===== config.mk =====
export PLATFORM = sky130hd
export DESIGN_NAME = gainTrim
export DESIGN_NICKNAME = d
export VERILOG_FILES = /design/src/rmsPkg.sv /design/src/gainTrim.sv
export SDC_FILE = /design/constraint.sdc
export NUM_CORES = 2
export LEC_CHECK = 0
export ABC_AREA = 1
export ABC_CLOCK_PERIOD_IN_PS = 1200
export BUFFER_PORTS_ARGS = -buffer_cell sky130_fd_sc_hd__buf_4
export CAP_MARGIN = 0
export CORE_ASPECT_RATIO = 0.75
export CORE_MARGIN = 8
export CORE_UTILIZATION = 60
export DETAILED_ROUTE_END_ITERATION = 7
export GPL_TIMING_DRIVEN = 1
export PLACE_DENSITY_LB_ADDON = 0.1
export SYNTH_ARGS = -nofsm -noshare
export SYNTH_HDL_FRONTEND = slang
export SYNTH_SLANG_ARGS = --single-unit

===== constraint.sdc =====
create_clock -name clk -period 1.2 [get_ports clk]
set_clock_uncertainty 0.1 [all_clocks]
set_input_delay 0.24 -clock clk [delete_from_list [all_inputs] [get_ports clk]]
set_output_delay 0.24 -clock clk [all_outputs]
set_load 0.01 [all_outputs]

===== src/rmsPkg.sv =====
/*
  Widths, Wishbone register map and signal bundles of the RMS magnitude path.
  The RTL and the testbench take these by a wildcard import.
*/
package rmsPkg;

    localparam int NumAdc       = 4;
    localparam int AdcWidth     = 16;
    localparam int MagWidth     = 26;
    localparam int GainWidth    = 18;
    localparam int GainFracBits = 16;
    localparam int SquareWidth  = 31;
    localparam int ShiftWidth   = 4;
    localparam int WbDataWidth  = 32;
    localparam int WbAddrWidth  = 3;

    // Register map
    localparam logic [WbAddrWidth-1:0] AddrCsr   = 3'd0;
    localparam logic [WbAddrWidth-1:0] AddrGain0 = 3'd1;
    localparam logic [WbAddrWidth-1:0] AddrGain1 = 3'd2;
    localparam logic [WbAddrWidth-1:0] AddrGain2 = 3'd3;
    localparam logic [WbAddrWidth-1:0] AddrGain3 = 3'd4;

    // CSR fields
    localparam int CsrOverflowBit = 0;
    localparam int CsrShiftLsb    = 4;

    // 1.0 in unsigned 2.16 format
    localparam logic [GainWidth-1:0] GainUnity = 1 << GainFracBits;

    typedef struct packed {
        logic [NumAdc-1:0][AdcWidth-1:0] ch;
    } adcSamples_t;

    typedef struct packed {
        logic [NumAdc-1:0][SquareWidth-1:0] ch;
    } squares_t;

    typedef struct packed {
        logic [NumAdc-1:0][MagWidth-1:0] ch;
    } turnMags_t;

    typedef struct packed {
        logic [NumAdc-1:0][GainWidth-1:0] ch;
    } gains_t;

    typedef struct packed {
        logic                   cyc;
        logic                   stb;
        logic                   we;
        logic [WbAddrWidth-1:0] adr;
        logic [WbDataWidth-1:0] dat;
    } wbReq_t;

endpackage


===== src/gainTrim.sv =====
/*
  Applies each channel's 2.16 gain to its turn magnitude and issues the
  turn-by-turn record with a one-cycle valid.
*/
`timescale 1ns/1ps

module gainTrim import rmsPkg::*; (
    input  logic      clk,
    input  logic      arstN,
    input  turnMags_t mags,
    input  logic      magValid,
    input  gains_t    gains,
    output turnMags_t tbtMags,
    output logic      tbtValid
);

    localparam int ProductWidth = MagWidth + GainWidth;

    turnMags_t trimmed;

    always_comb begin
        logic [ProductWidth-1:0] product;
        logic [ProductWidth-1:0] scaled;
        product = '0;
        scaled  = '0;
        for (int i = 0; i < NumAdc; i++) begin
            product = ProductWidth'(mags.ch[i]) * ProductWidth'(gains.ch[i]);
            scaled  = product >> GainFracBits;
            // Gains above unity can push a product out of range
            trimmed.ch[i] = |scaled[ProductWidth-1:MagWidth] ?
                            {MagWidth{1'b1}} : scaled[MagWidth-1:0];
        end
    end

    always_ff @(posedge clk or negedge arstN) begin
        if (!arstN) begin
            tbtValid <= 1'b0;
        end else begin
            tbtValid <= magValid;
        end
    end

    always_ff @(posedge clk) begin
        if (magValid) begin
            tbtMags <= trimmed;
        end
    end

endmodule


After elaboration in Yosys (flattened, before gate mapping). Index checks and enable logic that the tools add are counted.

Multiply operators: 4. Reduce and logical (&&, ||, !) cells: 4.

Operator list (count): multiplier 26 x 18 -> 44 bit (4); OR reduction 2 bit (4).

Register bits after elaboration: 105. Input port bits: 179. Output and inout port bits: 105. Logic and storage cells: 13.

Longest topological paths before layout.
Depth after elaboration: 2. Depth in mapped cells: 32. Gate-level depth less buffers: 29.

Worst setup path after synthesis. Ideal clock, no wire load.

Path kind: input to register. Start point: in mags[17] in the netlist's numbering. End point: reg tbtMags[22] in the netlist's numbering (data pin). Library setup time: 0.259 ns. Arrival: 5.589 ns. Data required time: 0.841 ns. Slack: -4.748 ns. Stages: 28. Path buffers: 3. Cells stage by stage: clkbuf_1 -> clkbuf_1 -> nand2_1 -> fa_1 -> inv_1 -> fa_1 -> inv_1 -> fa_1 -> inv_1 -> fa_1 -> fa_1 -> inv_1 -> fa_1 -> inv_1 -> ha_1 -> nand2_2 -> inv_1 -> nand2_1 -> nand2_1 -> a21oi_1 -> nand3_2 -> nand2_1 -> nand2_1 -> nand2_1 -> nand2_2 -> nor2_4 -> buf_6 -> nand3_1.

Word-level cells in the longest chain between the ends: 2.

RTL lines: from (decl) (RTL line gainTrim.sv:10) `input turnMags_t mags,`; multiplier 26 x 18 -> 44 bit * (RTL line gainTrim.sv:27) `product = ProductWidth'(mags.ch[i]) * ProductWidth'(gains.ch[i]);`; OR reduction 2 bit (RTL line gainTrim.sv:30) `trimmed.ch[i] = |scaled[ProductWidth-1:MagWidth] ?`; to (signal assigned) (RTL line gainTrim.sv:45) `tbtMags <= trimmed;`; to (decl) (RTL line gainTrim.sv:13) `output turnMags_t tbtMags,`.

Every way passes the cells marked *; elsewhere a longest branch is shown, timed or not. A chain may end at the register's enable or synchronous reset.

Worst setup path in the final report.
Start point: in gains[4] in the netlist's numbering. End point: reg tbtMags[3] in the netlist's numbering (data pin).

Word-level cells in the longest chain between the ends: 2.

RTL lines: from (decl) (RTL line gainTrim.sv:12) `input gains_t gains,`; multiplier 26 x 18 -> 44 bit * (RTL line gainTrim.sv:27); OR reduction 2 bit (RTL line gainTrim.sv:30).

Marks and branches as above.

==> summary.md <==
| Metric | Value |
|---|---|
| Die Width | 401 µm |
| Max Transition Viols Final | 0 |
| Dpl cells | 11300 |
| Setup_tns | -447320 ps |
| Outcome | finished, violations left |
| DRT Pass-1 Iters | 5 |
| CP max-delay cell | fa_1 |
| Initial Util | 60.1% |
| Vias in the first global route | 63400 |
| Syn nets | 11100 |
| Initial antenna violation count | 4 |
| CTS tree | done |
| Core box area | 111000 µm² |
| Max-cap violations | 0 |
| Total vias in the final route | 58700 |
| Minimum clock period | 5480 ps |
| FILL cells | 8352 |
| Fraction of layout cells with a size suffix above 1 | 22.3% |
| Crit path required time | 1270 ps |
| Tot GR Track Use | 32.1% |
| Area leader, netlist | fa_1 |
| Synth top area share | 45.9% |
| DR iter-0 viols | 4212 |
| Synth top area cells | fa_1 (46%), inv_1 (16%), nand2_1 (15%) |
| DRC Markers | 0 |
| Htree depth | 3 |
| Max Fanout on Critical Path | 7 |
| Total grt overflow | 0 |
| Clock Tree Root | clkbuf_16 |
| Gp weighted congestion | 0.977 |
| Io pins | 284 |
| Nets | 12200 |
| Sequential share of the synthesized area | 4.72% |
| Worst slew pin tran | 494 ps |
| Highest clock rate | 0.183 GHz |
| Pin count of the biggest net entering global routing | 31 |
| Max incr delay on CP | 530 ps |
| Yosys cell types | 39 |
| Area growth, synth to finish | 26.4% |
| CP Class | in -> reg |
| Routed vias/inst | 5.12 |
| Wire length per cell | 17.0 µm |
| Failing checks | negative setup slack |
| Area occupied by multi-input gates | 54700 µm² |
| Syn avg cell area | 7.47 µm² |
| Startpoint types | primary input |
| Worst hold path class | in -> async |
| Final period util | 456% |
| Die Area | 122000 µm² |
| Routed Antenna Nets | 0 |
| FF+latch area | 3150 µm² |
| Total length of routed wires | 195 mm |
| DP HPWL | 164 mm |
| First-pass GRT wire length | 321 mm |
| Clk sink count | 105 |
| Finished Core Util | 76.0% |
| Synth Cell Area | 66700 µm² |
| Port bufs | 283 |
| Die height | 305 µm |
| Arrival @ worst endpoint | 5550 ps |
| Synth Register Bits | 105 |
| Post-Layout Cell Count | 11500 |
| Slack of the critical path | -4280 ps |
| Ys Warns | 0 |
| Row cnt | 106 |
| Post-Synthesis Cells | 8932 |
| TritonCTS buffer count | 9 |
| CP endpoint kind | register |
| Final hold violation count | 0 |
| Unrepaired setup endpoints after global routing | yes |
| Max-slew headroom | 66.7% |
| Max Buffers Root-to-Sink | 2 |
| Reg clk slew, reported paths | 80 ps |
| Final Setup Violations | 209 |
-- synth_stat cells --
cell type	n
o21a_1	9
nor2_8	1
a31o_2	3
o21ai_0	57
dfrtp_1	1
nand3_1	184
ha_1	460
a21boi_0	4
nor3_2	3
nor2_1	296
a21o_1	25
fa_1	1528
buf_6	7
edfxtp_1	104
or2_2	6
o2111ai_1	2
nand2b_1	2
xor2_1	36
nor3_1	25
buf_8	1
a31oi_1	6
inv_1	2788
buf_1	21
clkbuf_1	403
nand2_2	8
o21bai_1	37
nor4_1	6
nor2_4	4
nor3b_1	1
inv_2	2
and3_1	6
and2_1	2
xnor2_1	15
nor2_2	6
nand2_1	2672
nand4_1	28
a21oi_1	153
nor4_2	2
nand3_2	18
-- cell families (layout without fill, tap and decap cells) --
logic type	Yosys count	count (layout)	share of synthesized area, %
flip-flops	105	105	4.72
adder cells (fa/ha/maj)	1988	1988	54.5
buffers and inverters	3222	4293	18.2
AO/OA/AOI/OAI	296	296	2.54
AND/OR/NAND/NOR	3270	3270	19.3
XOR/XNOR	51	51	0.670
other	0	3	0
-- per-stage QoR --
step | area (µm²) | setup WS [ps] | hold WS (ps)
after floorplan | 70600 | -4280 | -156
after global placement | 78800 | -4680 | -81.8
after detailed placement | 78800 | -4740 | -83.1
after CTS | 82100 | -4200 | 26.6
after global routing | 84300 | -4440 | 21.3
final | 84300 | -4280 | 30.8
-- how the worst max path moves through the flow --
stage / start / end / slack (ps) / cells past startpoint
2_1_floorplan: gains[9] / tbtMags[14]$_SDFFCE_PP1P_ / -4280 / 28
3_3_place_gp: gains[40] / tbtMags[72]$_SDFFCE_PP1P_ / -4680 / 25
3_5_place_dp: gains[21] / tbtMags[51]$_SDFFCE_PP1P_ / -4740 / 23
4_1_cts: gains[3] / tbtMags[16]$_SDFFCE_PP1P_ / -4200 / 27
5_1_grt: gains[3] / tbtMags[3]$_SDFFCE_PP1P_ / -4440 / 29
6_report: gains[4] / tbtMags[3]$_SDFFCE_PP1P_ / -4280 / 29
-- layer usage --
metal  global-route usage (%)  up-vias  part of all wire, %
met3                     6.19      325                  8.8
met5                        0        -               0.0067
met4                     7.28        2                  2.4
met2                     53.3     2422                   47
li1                         -    27000                    -
met1                     44.2    29000                   42
-- cells in the final DEF (no fill, tap or decap), drive strengths merged --
cell	instances
inv	2793
nand2	2680
fa	1528
buf	1474
ha	460
nor2	307
nand3	202
a21oi	153
edfxtp	104
o21ai	57
o21bai	37
xor2	36
nand4	28
nor3	28
a21o	25
clkbuf	22
xnor2	15
o21a	9
nor4	8
and3	6
a31oi	6
or2	6
a21boi	4
diode	3
a31o	3
nand2b	2
o2111ai	2
and2	2
nor3b	1
bufinv	1
clkinv	1
clkinvlp	1
dlygate4sd3	1
dfrtp	1
-- area by class of cell --
type / count / area share (%)
flip-flops and latches: 105 / 3.73
repair buffers: 1487 / 16.4
inverters: 2790 / 12.4
multi-input cells: 5605 / 64.9
clock inverters: 6 / 0.101
well taps: 1458 / 2.16
diodes: 3 / 0.00891
clock buffers: 10 / 0.272
-- flip-flops by register name (all words and copies together), names as in the netlist --
signal	count
tbtValid	1
tbtMags	104
-- critical path, delay by kind of cell --
family	cells	cell delay, ps
buffers and inverters	10	890
AND/OR/NAND/NOR	11	940
adder cells (fa/ha/maj)	7	3280
AO/OA/AOI/OAI	1	180
-- what timing repair did --
action,in CTS,in global routing
hold buffers,1,0
pin swaps,131,171
endpoints found under the setup margin,209,209
endpoints found under the hold margin,1,0
cloned,17,11
resized for setup,511,469
setup buffers,82,49
Power is not shown: default switching activity piles up to over one toggle a cycle in this logic, so the estimate is an artifact.
