File: src/rmsPkg.sv
/*
  Widths, Wishbone register map and signal bundles of the RMS magnitude path.
  The RTL and the testbench take these by a wildcard import.
*/
package rmsPkg;

    localparam int NumAdc       = 4;
    localparam int AdcWidth     = 16;
    localparam int MagWidth     = 26;
    localparam int GainWidth    = 18;
    localparam int GainFracBits = 16;
    localparam int SquareWidth  = 31;
    localparam int ShiftWidth   = 4;
    localparam int WbDataWidth  = 32;
    localparam int WbAddrWidth  = 3;

    // Register map
    localparam logic [WbAddrWidth-1:0] AddrCsr   = 3'd0;
    localparam logic [WbAddrWidth-1:0] AddrGain0 = 3'd1;
    localparam logic [WbAddrWidth-1:0] AddrGain1 = 3'd2;
    localparam logic [WbAddrWidth-1:0] AddrGain2 = 3'd3;
    localparam logic [WbAddrWidth-1:0] AddrGain3 = 3'd4;

    // CSR fields
    localparam int CsrOverflowBit = 0;
    localparam int CsrShiftLsb    = 4;

    // 1.0 in unsigned 2.16 format
    localparam logic [GainWidth-1:0] GainUnity = 1 << GainFracBits;

    typedef struct packed {
        logic [NumAdc-1:0][AdcWidth-1:0] ch;
    } adcSamples_t;

    typedef struct packed {
        logic [NumAdc-1:0][SquareWidth-1:0] ch;
    } squares_t;

    typedef struct packed {
        logic [NumAdc-1:0][MagWidth-1:0] ch;
    } turnMags_t;

    typedef struct packed {
        logic [NumAdc-1:0][GainWidth-1:0] ch;
    } gains_t;

    typedef struct packed {
        logic                   cyc;
        logic                   stb;
        logic                   we;
        logic [WbAddrWidth-1:0] adr;
        logic [WbDataWidth-1:0] dat;
    } wbReq_t;

endpackage

File: src/sampleSquarer.sv
/*
  Captures the four ADC samples and the use flag, then registers each
  signed sample squared. Unused samples contribute a zero square.
*/
`timescale 1ns/1ps

module sampleSquarer import rmsPkg::*; (
    input  logic        clk,
    input  logic        arstN,
    input  adcSamples_t samples,
    input  logic        useSample,
    output squares_t    squares
);

    adcSamples_t sampleReg;
    logic        useReg;
    squares_t    squareNext;

    // Input capture stage
    always_ff @(posedge clk) begin
        sampleReg <= samples;
    end

    always_comb begin
        logic signed [2*AdcWidth-1:0] product;
        product = '0;
        for (int i = 0; i < NumAdc; i++) begin
            product          = $signed(sampleReg.ch[i]) * $signed(sampleReg.ch[i]);
            squareNext.ch[i] = useReg ? product[SquareWidth-1:0] : '0;
        end
    end

    always_ff @(posedge clk or negedge arstN) begin
        if (!arstN) begin
            useReg  <= 1'b0;
            squares <= '0;
        end else begin
            useReg  <= useSample;
            squares <= squareNext;
        end
    end

endmodule

File: config.mk
export PLATFORM = sky130hd
export DESIGN_NAME = sampleSquarer
export DESIGN_NICKNAME = d
export VERILOG_FILES = /design/src/rmsPkg.sv /design/src/sampleSquarer.sv
export SDC_FILE = /design/constraint.sdc
export NUM_CORES = 2
export LEC_CHECK = 0
export ABC_AREA = 1
export BUFFER_PORTS_ARGS = -buffer_cell sky130_fd_sc_hd__buf_2
export CAP_MARGIN = 25
export CORE_ASPECT_RATIO = 0.75
export CORE_MARGIN = 5
export CORE_UTILIZATION = 35
export CTS_BUF_LIST = sky130_fd_sc_hd__clkbuf_16
export DETAILED_ROUTE_END_ITERATION = 10
export PLACE_DENSITY = 0.61
export SYNTH_ARGS = -nofsm -noshare
export SYNTH_HDL_FRONTEND = slang
export SYNTH_SLANG_ARGS = --single-unit
File: constraint.sdc
create_clock -name clk -period 6.5 [get_ports clk]
set_input_delay 0.975 -clock clk [delete_from_list [all_inputs] [get_ports clk]]
set_output_delay 0.975 -clock clk [all_outputs]
set_load 0.01 [all_outputs]
# == After elaboration in Yosys (flattened, before gate mapping) ==
# Index checks and enable logic that the tools add are counted.
# totals
out_inout_bits,124
n_memories,0
wordCells,17
rom_bits,0
ramBits,0
ff_bits,189
in_bits,67
latchBits,0
# classes
n_addsub,0
n_reduce_logical,0
shift,0
muxes,4
div,0
n_bitwise,0
n_eq_ne,0
magnitude_cmp,0
multipliers,4
# ops
cell,count
multiplier 16 x 16 -> 31 bit,4
two-way mux 31 bit,4

# == Logic depth before layout (Yosys ltp) ==
# logic_depth
word_depth,2
depth_mapped,27
ltp_nobuf,26

# == Worst setup path before layout ==
# Ideal clock, no wire load.
# synth_path
path_type,register to register
startpoint,register sampleReg[31] (netlist bit)
endpoint,register squares[61] (netlist bit)
path_buffers,2
t_arrival_ns,5.490
path_stages_with_launch,25
period_less_slack_ns,5.606
setup_ns,0.117
t_required_ns,6.383
path_slack_ns,0.894
cell_sequence,dfxtp_1 > clkbuf_1 > clkbuf_1 > nand2_1 > fa_1 > inv_1 > fa_1 > inv_1 > fa_1 > inv_1 > fa_1 > inv_1 > fa_1 > inv_1 > fa_1 > ha_1 > inv_1 > nor3_1 > and2_1 > and2_1 > nand2_1 > nand2_1 > nand2_1 > nand2_1 > nor2_1
# synth_rtl
element,line,text
"start, declared",sampleSquarer.sv:15,adcSamples_t sampleReg;
"start signal, assigned",sampleSquarer.sv:21,sampleReg <= samples;
"end signal, assigned",sampleSquarer.sv:39,squares <= squareNext;
"end, declared",sampleSquarer.sv:12,output squares_t squares

==> flow_summary.html <==
<table>
<tr><th>Metric</th><th>Value</th></tr>
<tr><th colspan="2">Run status</th></tr>
<tr><td>Result of the run</td><td>finished clean</td></tr>
<tr><th colspan="2">Die</th></tr>
<tr><td>Y dimension of the die</td><td>around 310 µm</td></tr>
<tr><td>Chip width</td><td>414 µm</td></tr>
<tr><td>Die area</td><td>between 0.1 and 0.15 mm²</td></tr>
<tr><td>Core region area</td><td>roughly 0.12 mm²</td></tr>
<tr><td>Count of standard-cell rows</td><td>about 110</td></tr>
<tr><td>Number of top-level pins</td><td>191</td></tr>
<tr><td>Initial Utilization</td><td>0.352</td></tr>
<tr><th colspan="2">Critical path</th></tr>
<tr><td>Critical path's largest stage delay</td><td>around 0.7 ns</td></tr>
<tr><td>Largest delay share family, worst path</td><td>adder cells</td></tr>
<tr><td>Critical Path Most Common Cell</td><td>fa_1</td></tr>
<tr><td>Capturing element type of the critical path</td><td>register</td></tr>
<tr><td>Cell chain of the critical path</td><td>nand2_1, fa_1, fa_1, clkinvlp_4, fa_1, fa_1, inv_1, fa_1, fa_1, inv_1, ha_1, inv_1, nor3_1, and2_1, and2_1, nand2_1, nand2_1, nand2_1, nand2_1, nor2_1</td></tr>
<tr><td>CP Data Arrival Time</td><td>between 6 and 7 ns</td></tr>
<tr><td>Required time of the critical path</td><td>between 6 and 7 ns</td></tr>
<tr><td>Startpoint types</td><td>register</td></tr>
<tr><td>Number of buffer and inverter instances along the worst setup path</td><td>4</td></tr>
<tr><td>Max Fanout on Critical Path</td><td>8</td></tr>
<tr><td>Cell with the largest stage delay on the worst path</td><td>dfxtp_1</td></tr>
<tr><td>Category of the critical setup timing path</td><td>reg -&gt; reg</td></tr>
<tr><th colspan="2">CTS</th></tr>
<tr><td>Bufs on Longest Clock Path</td><td>2</td></tr>
<tr><td>TritonCTS sink count</td><td>between 150 and 200</td></tr>
<tr><td>TritonCTS clock tree</td><td>built</td></tr>
<tr><td>Number of buffers created by CTS</td><td>17</td></tr>
<tr><td>Worst-skew pair later-pin latency</td><td>0.55 ns</td></tr>
<tr><td>CTS clk-pin slew, worst paths</td><td>around 0.10 ns</td></tr>
<tr><td>Clock root buffer master</td><td>clkbuf_16</td></tr>
<tr><td>H-Tree Level Count</td><td>4</td></tr>
<tr><th colspan="2">Placed design</th></tr>
<tr><td>Pre-CTS setup slack</td><td>0.235 ns</td></tr>
<tr><td>Placed wire-length estimate</td><td>~100 mm</td></tr>
<tr><td>Port Buffers</td><td>between 150 and 200</td></tr>
<tr><td>Placer congestion estimate</td><td>0.934</td></tr>
<tr><th colspan="2">Detailed routing</th></tr>
<tr><td>Per-cell via count in the routed design</td><td>approximately 4.5</td></tr>
<tr><td>Final wirelength</td><td>114 mm</td></tr>
<tr><td>Post-route DRC violation count</td><td>0</td></tr>
<tr><td>Drt first-iter violations</td><td>2,173</td></tr>
<tr><td>Mean routed wirelength per cell</td><td>around 16 µm</td></tr>
<tr><td>Post-route antenna net violation count</td><td>0</td></tr>
<tr><td>Total number of vias</td><td>32.0k</td></tr>
<tr><td>Detailed Routing Iterations Pass 1</td><td>6</td></tr>
<tr><th colspan="2">Timing</th></tr>
<tr><td>Final clock period utilization by the worst path</td><td>0.969</td></tr>
<tr><td>Highest clock frequency the design can meet</td><td>159 MHz</td></tr>
<tr><td>Pin slew with the least headroom to its limit</td><td>around 0.88 ns</td></tr>
<tr><td>Number of failing setup endpoints in the final timing report</td><td>0</td></tr>
<tr><td>Setup TNS</td><td>0 ns</td></tr>
<tr><td>Unrepaired setup endpoints after global routing</td><td>false</td></tr>
<tr><td>Final number of max-transition violations</td><td>0</td></tr>
<tr><td>Final count of hold timing violations</td><td>0</td></tr>
<tr><td>Slack of the critical path</td><td>0.200 ns</td></tr>
<tr><td>Worst slew margin relative to its limit</td><td>0.413</td></tr>
<tr><td>Worst-case clock skew</td><td>0.0244 ns</td></tr>
<tr><td>Minimum period implied by the final worst setup slack</td><td>~6.3 ns</td></tr>
<tr><th colspan="2">Cells and area</th></tr>
<tr><td>Most used cells in the layout excluding fill and tap cells</td><td>1,723 x inv_1, 1,125 x nand2_1, 915 x fa_1</td></tr>
<tr><td>Synth-to-layout area growth</td><td>8.41%</td></tr>
<tr><td>Most common cell after layout, fill and taps aside</td><td>inv_1</td></tr>
<tr><td>Number of nets in the finished design</td><td>about 6.8k</td></tr>
<tr><td>Filler cell count in the final layout</td><td>approximately 13k</td></tr>
<tr><td>Ratio of cells with drive above 1 in the final layout</td><td>0.0706</td></tr>
<tr><th colspan="2">Logic synthesis</th></tr>
<tr><td>Per-instance average area after synthesis</td><td>about 8 µm²</td></tr>
<tr><td>Cell area after technology mapping</td><td>about 0.043 mm²</td></tr>
<tr><td>Flip-flop and latch count after synthesis</td><td>approximately 190</td></tr>
<tr><td>Warning count from the yosys run</td><td>0</td></tr>
<tr><td>Sequential-to-total area share from yosys stat</td><td>0.101</td></tr>
<tr><td>Number of distinct library cell variants in the gate-level netlist after synthesis</td><td>43</td></tr>
<tr><td>Cell count after synthesis</td><td>between 5k and 6k</td></tr>
<tr><th colspan="2">Worst hold path</th></tr>
<tr><td>Worst hold-check path type</td><td>in -&gt; async</td></tr>
<tr><th colspan="2">GRT</th></tr>
<tr><td>Largest net degree at the start of global routing</td><td>between 60 and 70</td></tr>
<tr><td>Overflow after GRT</td><td>0</td></tr>
<tr><td>Global-route usage over all layers</td><td>0.182</td></tr>
<tr><td>Antenna violations before repair</td><td>2</td></tr>
<tr><td>First-pass GRT wire length</td><td>approximately 190 mm</td></tr>
<tr><td>Via count of the first global-routing pass</td><td>around 34k</td></tr>
<tr><th colspan="2">Flow run</th></tr>
<tr><td>Number of violations of the max-capacitance limit</td><td>0</td></tr>
</table>
==> worst paths after layout <==
path / end / slack (ns) / depth (start not counted) / startpoint
worst max register to register: squares[61] / 0.20 / 20 / sampleReg[20]
worst min-delay path: squares[16] / 0.46 / 1 / arstN
min in group clk: sampleReg[42] / 0.51 / 1 / samples[42]
worst max-delay path: squares[61] / 0.20 / 20 / sampleReg[20]
worst min register to register: squares[95] / 0.64 / 2 / sampleReg[49]
max in group asynchronous: squares[75] / 4.67 / 2 / arstN
==> worst reg2reg max path, stage by stage, from the launching register on <==
cell and delay (ns):
dfxtp_1 0.69, nand2_1 0.33, fa_1 0.58, fa_1 0.60, clkinvlp_4 0.28, fa_1 0.60
fa_1 0.56, inv_1 0.05, fa_1 0.45, fa_1 0.50, inv_1 0.04, ha_1 0.36
inv_1 0.11, nor3_1 0.29, and2_1 0.19, and2_1 0.12, nand2_1 0.05, nand2_1 0.18
nand2_1 0.09, nand2_1 0.07, nor2_1 0.04
==> per-layer routing <==
| layer | wire length (µm) | GRT usage | vias to the layer above |
|---|---|---|---|
| li1 | - | - | 15300 |
| met1 | 55500 | 0.273 | 15700 |
| met2 | 47500 | 0.264 | 897 |
| met3 | 8300 | 0.0397 | 112 |
| met4 | 3210 | 0.0529 | 0 |
| met5 | 0 | 0 | - |
==> registers in the layout, summed over array words and instances (netlist names) <==
register / cells
squares: 120
sampleReg: 64
useReg: 1
==> per-stage QoR <==
stage               area (µm²)   util  instances  hold slack (ns)
finish                   46500  0.381       7093            0.460
global placement         45900  0.376       7059            0.637
floorplan                42900      -       5304            0.609
CTS                      46500  0.381       7092            0.424
detailed placement       45900  0.376       7060            0.619
global route             46500  0.381       7092            0.473
==> cell families (layout without fill, tap and decap cells) <==
| group | after synthesis | after routing | share of synthesized area |
|---|---|---|---|
| AOI/OAI and AO/OA | 261 | 261 | 0.0342 |
| other | 1 | 5 | 0.0000875 |
| adders and majority gates | 1262 | 1262 | 0.529 |
| xor gates and xnor gates | 62 | 62 | 0.0127 |
| DFF | 185 | 185 | 0.101 |
| buffers and inverters | 1879 | 2029 | 0.165 |
| and+or+nand+nor | 1651 | 1651 | 0.159 |
==> final cells by class <==
type | instances | area, µm² | share of cell area
diodes | 1 | 2.50 | 0.0000539
clock buffers | 18 | 450 | 0.00969
clock inverters | 14 | 114 | 0.00245
inverters | 1732 | 6500 | 0.140
multi-input cells | 3240 | 31500 | 0.678
flip-flops and latches | 185 | 4320 | 0.0929
well taps | 1638 | 2050 | 0.0441
repair buffers | 265 | 1540 | 0.0332
==> Yosys cell counts (all sizes together) <==
cell    count  area (µm²)
inv      1729        6490
nand2    1139        4320
fa        916       18300
ha        346        4330
nor2      296        1180
a21oi     138         706
clkbuf    124         469
dfrtp     121        3030
nand3     118         626
o21ai      72         364
dfxtp      64        1280
nand4      35         219
xor2       33         289
nor3       29         175
xnor2      29         254
o21bai     24         188
buf        23         109
nand3b     12        90.1
a21o       10        75.1
and2        9        56.3
a31o        8        70.1
nor3b       7        87.6
or2         6        37.5
a31oi       4        25.0
a21boi      3        22.5
clkinv      3        11.3
o21a        2        15.0
conb        1        3.75
==> what timing repair did <==
item                       CTS  global route
resized for setup            0             5
hold buffers                 0             0
setup endpoints to repair    0             8
setup buffers                0             0
Power is not shown: default switching activity piles up to over one toggle a cycle in this logic, so the estimate is an artifact.
