==> config.mk <==
export PLATFORM = sky130hd
export DESIGN_NAME = rmsControl
export DESIGN_NICKNAME = d
export VERILOG_FILES = /design/src/rmsPkg.sv /design/src/rmsControl.sv
export SDC_FILE = /design/constraint.sdc
export NUM_CORES = 1
export LEC_CHECK = 0
export BUFFER_PORTS_ARGS = -buffer_cell sky130_fd_sc_hd__buf_2
export CAP_MARGIN = 20
export CORE_AREA = 2 2 140 142
export CTS_CLUSTER_DIAMETER = 150
export CTS_CLUSTER_SIZE = 24
export DETAILED_ROUTE_END_ITERATION = 8
export DIE_AREA = 0 0 142 144
export PLACE_DENSITY = 0.5
export SYNTH_ARGS = -nofsm -noshare
export SYNTH_HDL_FRONTEND = slang
export SYNTH_SLANG_ARGS = --single-unit
==> constraint.sdc <==
create_clock -name clk -period 2.6 [get_ports clk]
set_input_delay 0.26 -clock clk [delete_from_list [all_inputs] [get_ports clk]]
set_output_delay 0.26 -clock clk [all_outputs]
set_load 0.1 [all_outputs]
==> src/rmsPkg.sv <==
/*
  Widths, Wishbone register map and signal bundles of the RMS magnitude path.
  The RTL and the testbench take these by a wildcard import.
*/
package rmsPkg;

    localparam int NumAdc       = 4;
    localparam int AdcWidth     = 16;
    localparam int MagWidth     = 26;
    localparam int GainWidth    = 18;
    localparam int GainFracBits = 16;
    localparam int SquareWidth  = 31;
    localparam int ShiftWidth   = 4;
    localparam int WbDataWidth  = 32;
    localparam int WbAddrWidth  = 3;

    // Register map
    localparam logic [WbAddrWidth-1:0] AddrCsr   = 3'd0;
    localparam logic [WbAddrWidth-1:0] AddrGain0 = 3'd1;
    localparam logic [WbAddrWidth-1:0] AddrGain1 = 3'd2;
    localparam logic [WbAddrWidth-1:0] AddrGain2 = 3'd3;
    localparam logic [WbAddrWidth-1:0] AddrGain3 = 3'd4;

    // CSR fields
    localparam int CsrOverflowBit = 0;
    localparam int CsrShiftLsb    = 4;

    // 1.0 in unsigned 2.16 format
    localparam logic [GainWidth-1:0] GainUnity = 1 << GainFracBits;

    typedef struct packed {
        logic [NumAdc-1:0][AdcWidth-1:0] ch;
    } adcSamples_t;

    typedef struct packed {
        logic [NumAdc-1:0][SquareWidth-1:0] ch;
    } squares_t;

    typedef struct packed {
        logic [NumAdc-1:0][MagWidth-1:0] ch;
    } turnMags_t;

    typedef struct packed {
        logic [NumAdc-1:0][GainWidth-1:0] ch;
    } gains_t;

    typedef struct packed {
        logic                   cyc;
        logic                   stb;
        logic                   we;
        logic [WbAddrWidth-1:0] adr;
        logic [WbDataWidth-1:0] dat;
    } wbReq_t;

endpackage

==> src/rmsControl.sv <==
/*
  Wishbone classic register file, turn sample counter and sticky overflow
  status for the RMS path. Drives the shift, the gains and the turnEnd pulse.
*/
`timescale 1ns/1ps

module rmsControl import rmsPkg::*; #(
    parameter int SamplesPerTurn = 77
) (
    input  logic                   clk,
    input  logic                   arstN,
    input  wbReq_t                 wbReq,
    input  logic                   syncMarker,
    input  logic                   overflow,
    output logic                   wbAck,
    output logic [WbDataWidth-1:0] wbDatOut,
    output logic                   turnEnd,
    output logic [ShiftWidth-1:0]  sumShift,
    output gains_t                 gains
);

    localparam int CountWidth = $clog2(SamplesPerTurn + 1);

    logic                   access;
    logic                   ovfSticky;
    logic [WbDataWidth-1:0] readData;
    logic [CountWidth-1:0]  sampleCount;

    ////////////////////////////////////////////////////////////////////////////
    // Wishbone slave

    // New access only while ack is low, so each transfer gets a single ack
    assign access = wbReq.cyc && wbReq.stb && !wbAck;

    always_ff @(posedge clk or negedge arstN) begin
        if (!arstN) begin
            wbAck     <= 1'b0;
            ovfSticky <= 1'b0;
            sumShift  <= '0;
            for (int i = 0; i < NumAdc; i++) begin
                gains.ch[i] <= GainUnity;
            end
        end else begin
            wbAck <= access;
            // A new overflow wins over a software clear in the same cycle
            if (overflow) begin
                ovfSticky <= 1'b1;
            end else if (access && wbReq.we && wbReq.adr == AddrCsr &&
                         wbReq.dat[CsrOverflowBit]) begin
                ovfSticky <= 1'b0;
            end
            if (access && wbReq.we) begin
                case (wbReq.adr)
                    AddrCsr:   sumShift    <= wbReq.dat[CsrShiftLsb +: ShiftWidth];
                    AddrGain0: gains.ch[0] <= wbReq.dat[GainWidth-1:0];
                    AddrGain1: gains.ch[1] <= wbReq.dat[GainWidth-1:0];
                    AddrGain2: gains.ch[2] <= wbReq.dat[GainWidth-1:0];
                    AddrGain3: gains.ch[3] <= wbReq.dat[GainWidth-1:0];
                    default: ;
                endcase
            end
        end
    end

    always_comb begin
        readData = '0;
        case (wbReq.adr)
            AddrCsr: begin
                readData[CsrOverflowBit]              = ovfSticky;
                readData[CsrShiftLsb +: ShiftWidth]   = sumShift;
            end
            AddrGain0: readData[GainWidth-1:0] = gains.ch[0];
            AddrGain1: readData[GainWidth-1:0] = gains.ch[1];
            AddrGain2: readData[GainWidth-1:0] = gains.ch[2];
            AddrGain3: readData[GainWidth-1:0] = gains.ch[3];
            default: ;
        endcase
    end

    // Read data is captured on the edge that raises ack
    always_ff @(posedge clk) begin
        if (access) begin
            wbDatOut <= readData;
        end
    end

    ////////////////////////////////////////////////////////////////////////////
    // Turn counter over the squares already summed in the current turn

    assign turnEnd = (sampleCount == CountWidth'(SamplesPerTurn - 1));

    always_ff @(posedge clk or negedge arstN) begin
        if (!arstN) begin
            sampleCount <= '0;
        end else if (syncMarker || turnEnd) begin
            sampleCount <= '0;
        end else begin
            sampleCount <= sampleCount + 1'b1;
        end
    end

    // Classic cycle without wait states
    assert property (@(posedge clk) disable iff (!arstN) wbAck |=> !wbAck);

endmodule

-- Yosys cells after proc, flatten, opt, wreduce, memory -nomap -nowiden
Index checks and enable logic that the tools add are counted.
- input port bits: 42
- register bits after elaboration: 103
- reduce and logical (&&, ||, !) cells: 14
- mux-type cells: 7
- eq/ne operators: 5
- add/subtract/negate cells: 1
- operators by type and width (kind ; number):
    case mux 10 bit (4 select lines) ; 1
    case mux 4 bit (5 select lines) ; 1
    case mux 3 bit (4 select lines) ; 1
    AND reduction 2 bit ; 5
    adder 7 x 1 -> 7 bit, second input constant ; 1
    == test 7 bit, second input constant ; 1
    2-to-1 mux 7 bit ; 1
    == test 3 x 2 -> 1 bit, second input constant ; 2
    logical AND 1 bit ; 5
    case mux 1 bit (5 select lines) ; 1
    == test 3 x 1 -> 1 bit, second input constant ; 1
    == test 3 bit, second input constant ; 1
    zero test 3 bit ; 1
    2-to-1 mux 1 bit ; 2
    nonzero test 2 bit ; 1
    zero test 1 bit ; 1
    logical OR 1 bit ; 1

-- Logic depth before layout (Yosys ltp)
- depth in word-level cells: 7
- depth in mapped cells: 6
- mapped depth without buffers: 5

-- Worst setup path after synthesis
No wires, ideal clock.
- path type: register to output
- from: register sampleCount[0]
- to: output turnEnd
- data required time: 2340 ps
- path buffers: 0
- path slack: 378 ps
- arrival time: 1962 ps
- cell stages (with the launch flop): 5
- cells stage by stage: dfrtp_1 inv_1 ha_1 nand4bb_1 nor2_1
- longest elaborated chain between the ends: 1
- ends and longest elaborated chain (element ; line ; source):
    start: declaration ; rmsControl.sv:27 ; logic [CountWidth-1:0] sampleCount;
    start signal: assignment ; rmsControl.sv:98 ; sampleCount <= sampleCount + 1'b1;
    == test 7 bit ; rmsControl.sv:90 ; assign turnEnd = (sampleCount == CountWidth'(SamplesPerTurn - 1));
    end: declaration ; rmsControl.sv:17 ; output logic turnEnd,
Every way passes these cells.

-- Final worst setup path
- from: register wbAck
- to: register gains[38] (netlist bit)
- longest elaborated chain between the ends: 4
- ends and longest elaborated chain (element ; line ; source):
    start: declaration ; rmsControl.sv:15 ; output logic wbAck,
    start signal: assignment ; rmsControl.sv:44 ; wbAck <= access;
    zero test 1 bit ; rmsControl.sv:33 ; assign access = wbReq.cyc && wbReq.stb && !wbAck;
    logical AND 1 bit ; rmsControl.sv:33 ;
    logical AND 1 bit ; rmsControl.sv:52 ; if (access && wbReq.we) begin
    AND reduction 2 bit (no source line) ; n/a ;
    end: declaration ; rmsControl.sv:19 ; output gains_t gains
Every way passes these cells.
A chain may end at the register's enable or synchronous reset.

==> flow_summary_export.csv <==
group,metric,value,unit
synthesis,synth.most_common_cell,"dfrtp_1",
synthesis,synth.distinct_cells,36,
synthesis,ys_seq_elements,103,
synthesis,yosys_warnings,0,
power_and_ir_drop,powerDensity,1040,nW/um^2
job,cap_violations,0,
routing,route.top_layer_used,"met4",
worst_setup_path,crit_family,"simple AND/OR/NAND/NOR gates",
outcome,status,"finished clean",
routing,via_per_inst,4.50,
timing,layout_setup_ws,0.610,ns
timing,min_period,1.99,ns
die,die_h,144,um
synthesis,synth_edf_count,18,
global_route,antenna_found_initial,0,
worst_setup_path,worstPathRequired,2.83,ns
synthesis,synth_area_leaders,"dfrtp_1 (44%), mux2_2 (12%), edfxtp_1 (12%)",
timing,worst_pin_slew,0.814,ns
die,dieArea,20400,sq um
worst_setup_path,cpPeakStageDelay,0.56,ns
die,num_rows,51,
worst_setup_path,endpoint_kind,"register",
routing,wirelength,12.9,mm
clock_network,cts_root_buf,"clkbuf_16",
timing,setup_tns,0,ns
routing,drc,0,
clock_network,cts-htree-levels,3,
worst_setup_path,cpMaxStageDelayCell,"and3_4",
worst_setup_path,worstSetupPathType,"reg -> reg",
clock_network,cts_sinks,103,
synthesis,avgSynthCellArea,14.8,sq um
routing,ant_nets,0,
placement,placed_area,5450,sq um
worst_setup_path,crit_chain,"and4b_1, and3_4, mux2_2",
power_and_ir_drop,peakVddDrop,0.481,mV
timing,setup_viol,0,
synthesis,synth_commonest_cells,"dfrtp_1 (81), mux2_2 (51), mux2_4 (30)",
timing,slew_headroom,45.7,%
routing,first_iter_violations,116,
routing,wl_met3,655,um
routing,vias,3073,
global_route,grt-ovfl-total,0,
synthesis,yosysTopAreaCell,"dfrtp_1",
timing,maxSlewViolCount,0,
worst_setup_path,setup.worst_path.start,"wbAck$_DFF_PN0_",
synthesis,mappedNetlistArea,4660,sq um
worst_setup_path,timing.rr.start,"wbAck$_DFF_PN0_",
placement,place_congestion,0.730,
worst_hold_path,hold_path.class,"in -> reg",
timing,grt_setup_unrepaired,"no",
worst_setup_path,cp-start-kind,"register",
routing,drt_first_pass_iters,4,
synthesis,syn_inst,315,
timing,post-route-period-util,76.6,%
clock_network,cts_buffer_depth,2,
timing,finClkSkew,0.00795,ns
die,boundaryPins,152,
die,fp.dieW,142,um
placement,dpl_worst_slack,0.548,ns
routing,m1WireLength,5.52,mm
die,core_area,19100,sq um
finish,nNetsFinal,484,
global_route,grt_use_total,13.0,%
global_route,grt_max_degree,83,
worst_setup_path,path_buf_inv,0,
global_route,grt_pass1_wl,19.5,mm
global_route,grt_pass1_vias,3266,
timing,fmax,502,MHz
synthesis,ys_seq_area_share,57.4,%
clock_network,cts.clk_slew.worst_paths,0.07,ns
placement,port_buffers,123,
clock_network,insertion_delay,0.35,ns
placement,dp_hpwl,8.57,mm
finish,layout-drive-gt1-share,53.5,%
synthesis,synth_top_flop_cell,"dfrtp_1",
routing,drt-wirelength-per-cell,18.8,um
clock_network,cts_setup_buffers,0,
power_and_ir_drop,leakage,2.84,nW
synthesis,async_flop_share,82.5,%
worst_setup_path,path_max_fanout,18,
finish,area_growth,24.0,%
finish,design_area,5770,sq um
clock_network,numCtsBuffers,9,
worst_hold_path,hold_path.startpoint,"overflow",
timing,hold_violations,0,
routing,route.met2.wl,6.58,mm
clock_network,cts_tree,"built",
finish,antennaDiodeCount,0,
die,initial_core_util,24.4,%
synthesis,synth_top_area_share,43.5,%
worst_setup_path,crit_arrival,2.22,ns
per-layer routing:
layer,GRT usage [%],vias up
met5,0,-
li1,-,1388
met4,3.32,0
met2,22.6,96
met1,16.0,1581
met3,3.34,8
final timing paths:
check | to | slack, ns | cells past startpoint
max | gains[38]$_DFFE_PN0P_ | 0.61 | 3
min | ovfSticky$_DFFE_PN0P_ | 0.17 | 2
max reg2reg | gains[38]$_DFFE_PN0P_ | 0.61 | 3
min reg2reg | sampleCount[0]$_DFF_PN0_ | 0.52 | 1
max in group asynchronous | gains[70]$_DFFE_PN1P_ | 1.33 | 4
min in group asynchronous | gains[50]$_DFFE_PN0P_ | 0.45 | 2
layout by cell type, fill, tap and decap left out, types with 3 or more instances in the layout:
cell / netlist / routed
o22ai_1: 13 / 13
conb_1: 1 / 14
mux2i_1: 13 / 13
a22oi_1: 17 / 17
mux2_4: 30 / 30
dfrtp_1: 81 / 81
o21ai_0: 7 / 7
inv_1: 4 / 4
mux2_2: 51 / 51
dfstp_2: 4 / 4
nand3_1: 3 / 3
buf_2: 6 / 122
edfxtp_1: 18 / 18
a32oi_1: 5 / 5
buf_4: 16 / 7
clkbuf_16: 0 / 9
nand2_1: 5 / 5
nor2_1: 9 / 8
state kept, by name, summed over array words and instances (netlist names):
signal       count
ovfSticky        1
gains           72
sumShift         4
sampleCount      7
wbAck            1
wbDatOut        18
cells by family (layout without fill, tap and decap cells):
group / after synthesis / count (layout) / synth area share (%)
and+or+nand+nor: 31 / 31 / 4.49
muxes: 94 / 94 / 24.8
AOI/OAI and AO/OA: 47 / 47 / 6.93
other: 1 / 14 / 0.0805
DFF: 103 / 103 / 57.4
adders and majority gates: 2 / 2 / 0.537
xor gates and xnor gates: 3 / 3 / 0.564
buffers and inverters: 34 / 151 / 5.19
cell type report:
| cell class | instances | area (sq um) |
|---|---|---|
| fill | 1952 | 13300 |
| sequential | 103 | 2670 |
| multi-input combinational | 191 | 1800 |
| timing repair buffer | 131 | 693 |
| tap | 238 | 298 |
| clock buffer | 9 | 225 |
| clock inverter | 7 | 72.6 |
| inverter | 4 | 15.0 |
per-stage QoR:
step | cells | utilization [%] | hold slack, ns | power (mW)
floorplan | 328 | - | -0.0356 | 4.28
finish | 683 | 30.3 | 0.167 | 6.01
global placement | 665 | 28.5 | 0.499 | 4.67
detailed placement | 665 | 28.5 | 0.504 | 4.69
CTS | 681 | 30.1 | 0.144 | 6.07
global route | 683 | 30.3 | 0.152 | 6.24
where the power goes:
part	total (mW)	switching, mW	internal (mW)
sequential	2.08	0.183	1.90
combinational	2.57	2.12	0.453
clock	1.36	0.610	0.748
total	6.01	2.91	3.10
what timing repair did:
item | in CTS | in global routing
gates resized for setup | 0 | 0
endpoints found under the hold margin | 0 | 41
hold buffers | 0 | 1
Power figures use the tool's default switching activity.
