### config.mk
export PLATFORM = sky130hd
export DESIGN_NAME = turnAccumulator
export DESIGN_NICKNAME = d
export VERILOG_FILES = /design/src/rmsPkg.sv /design/src/turnAccumulator.sv
export SDC_FILE = /design/constraint.sdc
export NUM_CORES = 1
export LEC_CHECK = 0
export BUFFER_PORTS_ARGS = -buffer_cell sky130_fd_sc_hd__clkbuf_2
export CAP_MARGIN = 30
export CORE_MARGIN = 4
export CORE_UTILIZATION = 45
export CTS_CLUSTER_DIAMETER = 60
export DETAILED_ROUTE_END_ITERATION = 12
export PLACE_DENSITY = 0.63
export SLEW_MARGIN = 20
export SYNTH_ARGS = -nofsm -noshare
export SYNTH_HDL_FRONTEND = slang
export SYNTH_SLANG_ARGS = --single-unit
### constraint.sdc
create_clock -name clk -period 5.45 [get_ports clk]
set_clock_uncertainty 0.15 [all_clocks]
set_input_delay 1.09 -clock clk [delete_from_list [all_inputs] [get_ports clk]]
set_output_delay 1.09 -clock clk [all_outputs]
set_load 0.05 [all_outputs]
### src/rmsPkg.sv
/*
  Widths, Wishbone register map and signal bundles of the RMS magnitude path.
  The RTL and the testbench take these by a wildcard import.
*/
package rmsPkg;

    localparam int NumAdc       = 4;
    localparam int AdcWidth     = 16;
    localparam int MagWidth     = 26;
    localparam int GainWidth    = 18;
    localparam int GainFracBits = 16;
    localparam int SquareWidth  = 31;
    localparam int ShiftWidth   = 4;
    localparam int WbDataWidth  = 32;
    localparam int WbAddrWidth  = 3;

    // Register map
    localparam logic [WbAddrWidth-1:0] AddrCsr   = 3'd0;
    localparam logic [WbAddrWidth-1:0] AddrGain0 = 3'd1;
    localparam logic [WbAddrWidth-1:0] AddrGain1 = 3'd2;
    localparam logic [WbAddrWidth-1:0] AddrGain2 = 3'd3;
    localparam logic [WbAddrWidth-1:0] AddrGain3 = 3'd4;

    // CSR fields
    localparam int CsrOverflowBit = 0;
    localparam int CsrShiftLsb    = 4;

    // 1.0 in unsigned 2.16 format
    localparam logic [GainWidth-1:0] GainUnity = 1 << GainFracBits;

    typedef struct packed {
        logic [NumAdc-1:0][AdcWidth-1:0] ch;
    } adcSamples_t;

    typedef struct packed {
        logic [NumAdc-1:0][SquareWidth-1:0] ch;
    } squares_t;

    typedef struct packed {
        logic [NumAdc-1:0][MagWidth-1:0] ch;
    } turnMags_t;

    typedef struct packed {
        logic [NumAdc-1:0][GainWidth-1:0] ch;
    } gains_t;

    typedef struct packed {
        logic                   cyc;
        logic                   stb;
        logic                   we;
        logic [WbAddrWidth-1:0] adr;
        logic [WbDataWidth-1:0] dat;
    } wbReq_t;

endpackage

### src/turnAccumulator.sv
/*
  Sums each channel's squares over one turn. At turnEnd the sum, current
  square included, is shifted, saturated to MagWidth and published.
*/
`timescale 1ns/1ps

module turnAccumulator import rmsPkg::*; #(
    parameter int SumWidth = 38
) (
    input  logic                  clk,
    input  logic                  arstN,
    input  squares_t              squares,
    input  logic                  turnEnd,
    input  logic [ShiftWidth-1:0] sumShift,
    output turnMags_t             mags,
    output logic                  magValid,
    output logic                  overflow
);

    logic [NumAdc-1:0][SumWidth-1:0] sums;
    logic [NumAdc-1:0][SumWidth-1:0] totals;
    turnMags_t                       magNext;
    logic [NumAdc-1:0]               chanOvf;

    always_comb begin
        logic [SumWidth-1:0] shifted;
        shifted = '0;
        for (int i = 0; i < NumAdc; i++) begin
            totals[i]  = sums[i] + SumWidth'(squares.ch[i]);
            shifted    = totals[i] >> sumShift;
            // Anything above the magnitude range pins to all ones
            chanOvf[i] = |shifted[SumWidth-1:MagWidth];
            magNext.ch[i] = chanOvf[i] ? {MagWidth{1'b1}} : shifted[MagWidth-1:0];
        end
    end

    always_ff @(posedge clk or negedge arstN) begin
        if (!arstN) begin
            sums     <= '0;
            magValid <= 1'b0;
            overflow <= 1'b0;
        end else begin
            magValid <= turnEnd;
            overflow <= turnEnd && |chanOvf;
            // Next turn starts from the square after the one at turnEnd
            sums     <= turnEnd ? '0 : totals;
        end
    end

    always_ff @(posedge clk) begin
        if (turnEnd) begin
            mags <= magNext;
        end
    end

    // A turn is always longer than one sample
    assert property (@(posedge clk) disable iff (!arstN) !(turnEnd && magValid));

endmodule

### Word-level counts from Yosys, hierarchy flattened

Cells that the tools add are included.

* reduce and logical (&&, ||, !) cells: 6
* equal/unequal tests: 0
* add/sub/neg operators: 4
* div/mod/pow operators: 0
* bitwise logic cells: 0
* shift-type cells: 4
* order comparisons: 0
* mux-type cells: 1
* multiply operators: 0

Operators by type and width (count)
* $add A38 B31 Y38: 4
* $mux W152: 1
* $shr A38 B4 Y38: 4
* $reduce_or A12 Y1: 4
* $reduce_or A48 Y1: 1
* $logic_and A1 B1 Y1: 1

* flip-flop bits (word level): 258
* memories kept: 0
* bits in read-only memories: 0
* latch bits: 0
* bits in writable memories: 0
* input port bits: 131
* output and inout bits: 106
* logic and storage cells: 25

### Logic depth before layout (Yosys ltp)

Gate-level depths: netlist of the first run.

* depth after elaboration: 4
* depth in mapped cells: 17
* depth with buffers taken out: 15

### Worst setup path after synthesis of the first run

No wires, ideal clock.

* kind: input-to-reg
* start: input squares[31] (netlist bit)
* end: register mags[46] (netlist bit) (data pin)
* setup slack: 538 ps
* setup time: 271 ps
* path buffers: 2
* cell stages on the path: 15
* data arrival time: 4491 ps
* data required time: 5029 ps
* path through: ha_1 fa_1 a21o_1 a221o_1 a41o_1 o211ai_1 nand2_1 a211oi_1 mux4_2 a21boi_0 a41oi_1 nor2b_1 buf_2 buf_2 o211ai_1

* cells in the longest elaborated chain, start to end: 3

Ends and longest elaborated chain
* start: declaration: RTL line turnAccumulator.sv:12 `input squares_t squares,`
* $add A38 B31 Y38 (*): RTL line turnAccumulator.sv:29 `totals[i] = sums[i] + SumWidth'(squares.ch[i]);`
* $shr A38 B4 Y38 (*): RTL line turnAccumulator.sv:30 `shifted = totals[i] >> sumShift;`
* $reduce_or A12 Y1: RTL line turnAccumulator.sv:32 `chanOvf[i] = |shifted[SumWidth-1:MagWidth];`
* end signal: assignment: RTL line turnAccumulator.sv:52 `mags <= magNext;`
* end: declaration: RTL line turnAccumulator.sv:15 `output turnMags_t mags,`

Every way passes the cells marked *; elsewhere a longest branch is shown, timed or not.
A chain may end at the register's enable or synchronous reset.

### Worst setup path after layout of the first run

* start: input squares[93] (netlist bit)
* end: register mags[98] (netlist bit) (data pin)

The elaborated chain is that of the path after synthesis.

==> results.sh, run 1 <==
export IMPL_outcome="completed"
export IMPL_worstPathBufferInverterCount=3
export IMPL_nFillCells=4973
export IMPL_path_clk_slew_ps=60
export IMPL_finalCritPeriodShare=0.898
export IMPL_std_cell_rows=83
export IMPL_postRouteAntennaNets=0
export IMPL_finalSetupViolations=0
export IMPL_drt_pass1_iter_count=8
export IMPL_critPathMaxStageDelay_ps=400
export IMPL_syn2layout_area_growth_pct=15.2
export IMPL_clock_latency_ps=550
export IMPL_drt_wl_total_mm=79.2
export IMPL_drc_errors=0
export IMPL_startpoint_type="input pin"
export IMPL_grt_max_degree=118
export IMPL_dpl_cell_area_um2=25500
export IMPL_drive_gt1_frac=0.187
export IMPL_final_hold_viol_count=0
export IMPL_worstSetupPathType="input pin to flop"
export IMPL_routedWlPerCell_um=21.6
export IMPL_via_per_inst=6.13
export IMPL_synth_seq_cells=258
export IMPL_cp_required_ps=5600
export IMPL_cts_tree="built"
export IMPL_tightest_slew_ps=962
export IMPL_leakage_nw=11.6
export IMPL_async_reset_ff_frac=0.597
export IMPL_final_design_area_no_fill_um2=26800
export IMPL_cts_sinks=258
export IMPL_cts_root_buf="clkbuf_16"
export IMPL_peakVddDrop_mv=0.326
export IMPL_ys_flop_type="dfrtp_1"
export IMPL_overflow=0
export IMPL_grt_pass1_vias=21900
export IMPL_grt_use_total=0.274
export IMPL_synthDominantCellAreaShare=0.165
export IMPL_path_cells="clkbuf_2 > ha_1 > inv_1 > fa_1 > nor2b_1 > o2111ai_1 > a211oi_2 > o211ai_1 > a21oi_1 > o21ai_0 > a2bb2oi_1 > and2_1 > o221ai_2 > o41ai_2 > and2_1 > buf_4 > nand2_1"
export IMPL_rsz0062_at_grt="false"
export IMPL_hold_class="input pin to async pin"
export IMPL_avgSynthCellArea_um2=8.43
export IMPL_maxCapViolCount=0
export IMPL_start_util=0.454
export IMPL_postSynthCellCount=2763
export IMPL_setup_ws_ps=555
export IMPL_worst_path_most_repeated_cell="and2_1"
export IMPL_max_freq_mhz=204
export IMPL_layout_common_cells="nor2_1 (332), nand2_1 (299), clkbuf_2 (230)"
export IMPL_syn_num_nets=3022
export IMPL_syn_area_um2=23300
export IMPL_pre_cts_ws_ps=62.2
export IMPL_dieArea_um2=55500
export IMPL_cts_path_max_buffers=3
export IMPL_slew_violations=0
export IMPL_synth_top_area_cell="dfrtp_1"
export IMPL_via_count=22500
export IMPL_cts_resized=0
export IMPL_fp_coreArea_um2=51300
export IMPL_worst_path_max_delay_cell="o41ai_2"
export IMPL_hpwl_mm=60.0
export IMPL_setup_tns_ps=0
export IMPL_grt_pass1_wl_mm=125
export IMPL_synth_area_leaders="dfrtp_1 (17%), edfxtp_1 (13%), ha_1 (6.7%)"
export IMPL_port_buffers=236
export IMPL_antenna_found_initial=0
export IMPL_post_cts_buffers=0
export IMPL_dr_first_iter_drc_count=2148
export IMPL_end_kind="flop"
export IMPL_cts_max_level=2
export IMPL_io_pins=237
export IMPL_max_slew_margin=0.359
export IMPL_place_congestion=0.954
export IMPL_power_density_nw_per_um2=612
export IMPL_antenna_cells=0
export IMPL_synth_edf_count=104
export IMPL_synth_cell_types=96
export IMPL_die_height_um=235
export IMPL_period_needed_ps=4900
export IMPL_worst_ep_arrival_time_ps=5040
export IMPL_yosysSeqAreaShare=0.300
export IMPL_nets=3221
export IMPL_crit_family="compound AO/OA/AOI/OAI gates"
export IMPL_die_width_um=235
export IMPL_postCtsHoldBufs=0
export IMPL_crit_path_max_fanout=10
export IMPL_layout_commonest_cell="nor2_1"
export IMPL_ys_warn_count=0
export IMPL_numCtsBuffers=37
## worst reg2reg max path, cell delays in order (launching register included)
cell	delay (ps)
dfrtp_1	330
ha_1	190
inv_1	70
fa_1	390
nor2b_1	220
o2111ai_1	330
a211oi_2	380
o211ai_1	220
a21oi_1	300
o21ai_0	180
a2bb2oi_1	310
and2_1	210
o221ai_2	110
o41ai_2	400
and2_1	260
buf_4	220
nand2_1	80
## logic make-up after synthesis
group	share of synthesized area
adders and majority gates	0.0701
muxes	0.119
and+or+nand+nor	0.191
xor gates and xnor gates	0.0564
AOI/OAI and AO/OA	0.225
buffers and inverters	0.0398
DFF	0.300
## where the power goes
group          switching, mW  leakage [nW]  total [mW]  internal (mW)
logic                   6.83          8.06        10.9           4.04
clock network          0.971         0.629        2.52           1.55
registers              0.305          2.91        3.03           2.72
## Yosys cell counts, types with 9 or more instances
master	number
and2_1	69
nand2b_1	16
a211oi_1	41
edfxtp_1	104
a22oi_1	9
buf_2	16
a21oi_1	228
inv_1	42
nand3_1	68
o211a_1	9
nand2_1	299
a21boi_0	13
o21bai_1	15
o211ai_1	46
nor2b_1	14
a21o_1	49
o21a_1	27
o22ai_1	11
mux2_2	53
or3_1	11
a221oi_1	9
o31ai_1	13
nand4_1	50
nor2_1	332
clkbuf_1	131
nor3_1	40
nor4_1	13
buf_1	34
a31oi_1	13
o21ai_0	202
xor2_1	70
or2_2	12
ha_1	124
o221ai_1	15
mux2i_1	115
xnor2_1	80
mux4_2	45
and3_1	23
dfrtp_1	154
o2111ai_1	9
## per-layer routing
metal  global-route usage  vias to the layer above  share of wire
met5                    0                        -              0
met4               0.0616                        0          0.021
met3               0.0405                      110          0.068
met2                0.439                      850           0.46
met1                0.396                    10900           0.45
li1                     -                    10600              -
## final timing paths
kind | from | to | slack (ps) | cells after the start
worst max-delay path | squares[93] | mags[98] | 550 | 17
worst min-delay path | arstN | sums[51] | 390 | 1
worst max register to register | sums[114] | mags[98] | 860 | 16
worst min register to register | sums[37] | sums[37] | 420 | 2
max in group asynchronous | arstN | sums[92] | 3760 | 2
min in group clk | sums[37] | sums[37] | 420 | 2
## sequential cells by signal, summed over array words and instances (netlist names)
signal and flops:
overflow 1, mags 104, sums 152, magValid 1
## per-stage QoR
stage          total power [mW]  utilization  hold WS [ps]  instances
2_1_floorplan              10.5            -           400       2763
3_3_place_gp               13.6        0.497           417       3601
3_5_place_dp               13.7        0.498           417       3602
4_1_cts                    16.3        0.522           427       3670
5_1_grt                    17.5        0.523           462       3671
6_report                   16.4        0.523           388       3671
## layout make-up
type | count | area [um^2] | area share
Multi-Input combinational cell | 2272 | 15400 | 0.574
Sequential cell | 258 | 6980 | 0.260
Timing Repair Buffer | 349 | 2150 | 0.0801
Clock buffer | 45 | 1030 | 0.0383
Tap cell | 680 | 851 | 0.0317
Clock inverter | 23 | 248 | 0.00924
Inverter | 44 | 176 | 0.00658
No activity file was read; power rests on OpenSTA's default activity.
==> inputs of run 2 (changes only) <==
Settings changed: BUFFER_PORTS_ARGS -buffer_cell sky130_fd_sc_hd__clkbuf_2 to -buffer_cell sky130_fd_sc_hd__buf_2, CORE_ASPECT_RATIO from default to 1.5, SLEW_MARGIN 20 to 10.
==> run 2 against run 1 <==
Global-route usage increased by 0.54 points. Utilization is 0.53 points lower. Combinational power about the same. Largest power group unchanged. Critical path type unchanged. Die area rose by 0.14%.
==> results.sh, run 2 (synthesized netlist as in run 1, its figures left out) <==
export IMPL_dieArea_um2=55500
export IMPL_rsz0062_at_grt="false"
export IMPL_r2r_start="sums[9]"
export IMPL_std_cell_rows=101
export IMPL_drive_gt1_frac=0.180
export IMPL_antenna_found_initial=0
export IMPL_final_design_area_no_fill_um2=26400
export IMPL_final_cells=3630
export IMPL_worstPathBufferInverterCount=3
export IMPL_hold_class="input pin to async pin"
export IMPL_die_width_um=194
export IMPL_clock_latency_ps=610
export IMPL_cp_depth=16
export IMPL_p_total_mw=15.8
export IMPL_port_buffers=236
export IMPL_final_hold_viol_count=0
export IMPL_cts_tree="built"
export IMPL_crit_path_max_fanout=24
export IMPL_worstSetupPathType="input pin to flop"
export IMPL_period_needed_ps=4880
export IMPL_path_clk_slew_ps=60
export IMPL_worst_ep_arrival_time_ps=5040
export IMPL_max_freq_mhz=205
export IMPL_max_slew_margin=0.358
export IMPL_regMostFlops="sums"
export IMPL_grt_max_degree=88
export IMPL_io_pins=237
export IMPL_finalCritPeriodShare=0.895
export IMPL_leakage_nw=11.3
export IMPL_reg2reg_to="mags[2]"
export IMPL_grt_pass1_vias=22500
export IMPL_cts_max_level=1
export IMPL_pre_cts_ws_ps=85.6
export IMPL_crit_family="compound AO/OA/AOI/OAI gates"
export IMPL_post_cts_buffers=0
export IMPL_drt_wl_total_mm=81.2
export IMPL_place_congestion=0.944
export IMPL_via_count=22500
export IMPL_tightest_slew_ps=960
export IMPL_layout_commonest_cell="nor2_1"
export IMPL_finalSetupViolations=0
export IMPL_reg_top3="sums x152, mags x104"
export IMPL_postCtsHoldBufs=0
export IMPL_start_util=0.457
export IMPL_syn2layout_area_growth_pct=13.1
export IMPL_cp_required_ps=5610
export IMPL_drt_pass1_iter_count=6
export IMPL_nets=3197
export IMPL_cts_root_buf="clkbuf_16"
export IMPL_grt_pass1_wl_mm=126
export IMPL_peakVddDrop_mv=0.466
export IMPL_dr_first_iter_drc_count=1610
export IMPL_nFillCells=4902
export IMPL_reg2reg_slack_ps=810
export IMPL_power_density_nw_per_um2=601
export IMPL_hpwl_mm=61.9
export IMPL_place_inst=3573
export IMPL_multiInputGateArea_um2=15400
export IMPL_worst_path_most_repeated_cell="o211ai_1"
export IMPL_numCtsBuffers=31
export IMPL_outcome="completed"
export IMPL_r2r_cells=15
export IMPL_end_kind="flop"
export IMPL_via_per_inst=6.19
export IMPL_antenna_cells=0
export IMPL_drc_errors=0
export IMPL_largest_reg_flops=152
export IMPL_hold_ws_ps=430
export IMPL_cts_sinks=258
export IMPL_routedWlPerCell_um=22.4
export IMPL_critPathMaxStageDelay_ps=700
export IMPL_fp_coreArea_um2=50900
export IMPL_maxCapViolCount=0
export IMPL_finish_utilization=0.517
export IMPL_postRouteAntennaNets=0
export IMPL_cts_resized=0
export IMPL_grt_use_total=0.280
export IMPL_setup_ws_ps=570
export IMPL_seq_area_um2=6980
export IMPL_dpl_cell_area_um2=25300
export IMPL_overflow=0
export IMPL_setup_tns_ps=0
export IMPL_startpoint_type="input pin"
export IMPL_layout_common_cells="nor2_1 (332), nand2_1 (299), buf_2 (230)"
export IMPL_slew_violations=0
export IMPL_cts_path_max_buffers=3
export IMPL_path_cells="buf_2 > ha_1 > nand3_1 > o22ai_1 > a311oi_1 > a21oi_1 > o21ai_1 > xor2_1 > buf_4 > nor2_1 > a221oi_1 > o211ai_1 > a2111oi_0 > a41o_1 > buf_12 > o211ai_1"
export IMPL_die_height_um=287
export IMPL_worst_path_max_delay_cell="a311oi_1"
==> run 2: routing by layer <==
metal | global-route usage | share of wire | vias up
li1 | - | - | 10500
met1 | 0.333 | 0.39 | 10900
met2 | 0.517 | 0.51 | 828
met3 | 0.0330 | 0.055 | 180
met4 | 0.103 | 0.041 | 0
met5 | 0 | 0 | -
==> run 2: cell type report <==
cell class	count	area share
inverter	44	0.00665
sequential	258	0.265
clock inverter	22	0.00736
tap	669	0.0318
timing repair buffer	331	0.0752
multi-input combinational	2272	0.584
clock buffer	34	0.0302
==> run 2: power by group <==
group	switching, mW	internal [mW]
registers	0.278	2.72
clock network	0.933	1.16
logic	6.81	3.94
total	8.02	7.82
==> run 2: worst max path at each step <==
stage	endpoint	slack [ps]	from
2_1_floorplan	mags[46]	540	squares[31]
3_3_place_gp	mags[2]	60	squares[7]
3_5_place_dp	mags[15]	90	squares[7]
4_1_cts	mags[15]	690	squares[7]
5_1_grt	mags[46]	280	squares[31]
6_report	mags[2]	570	squares[9]
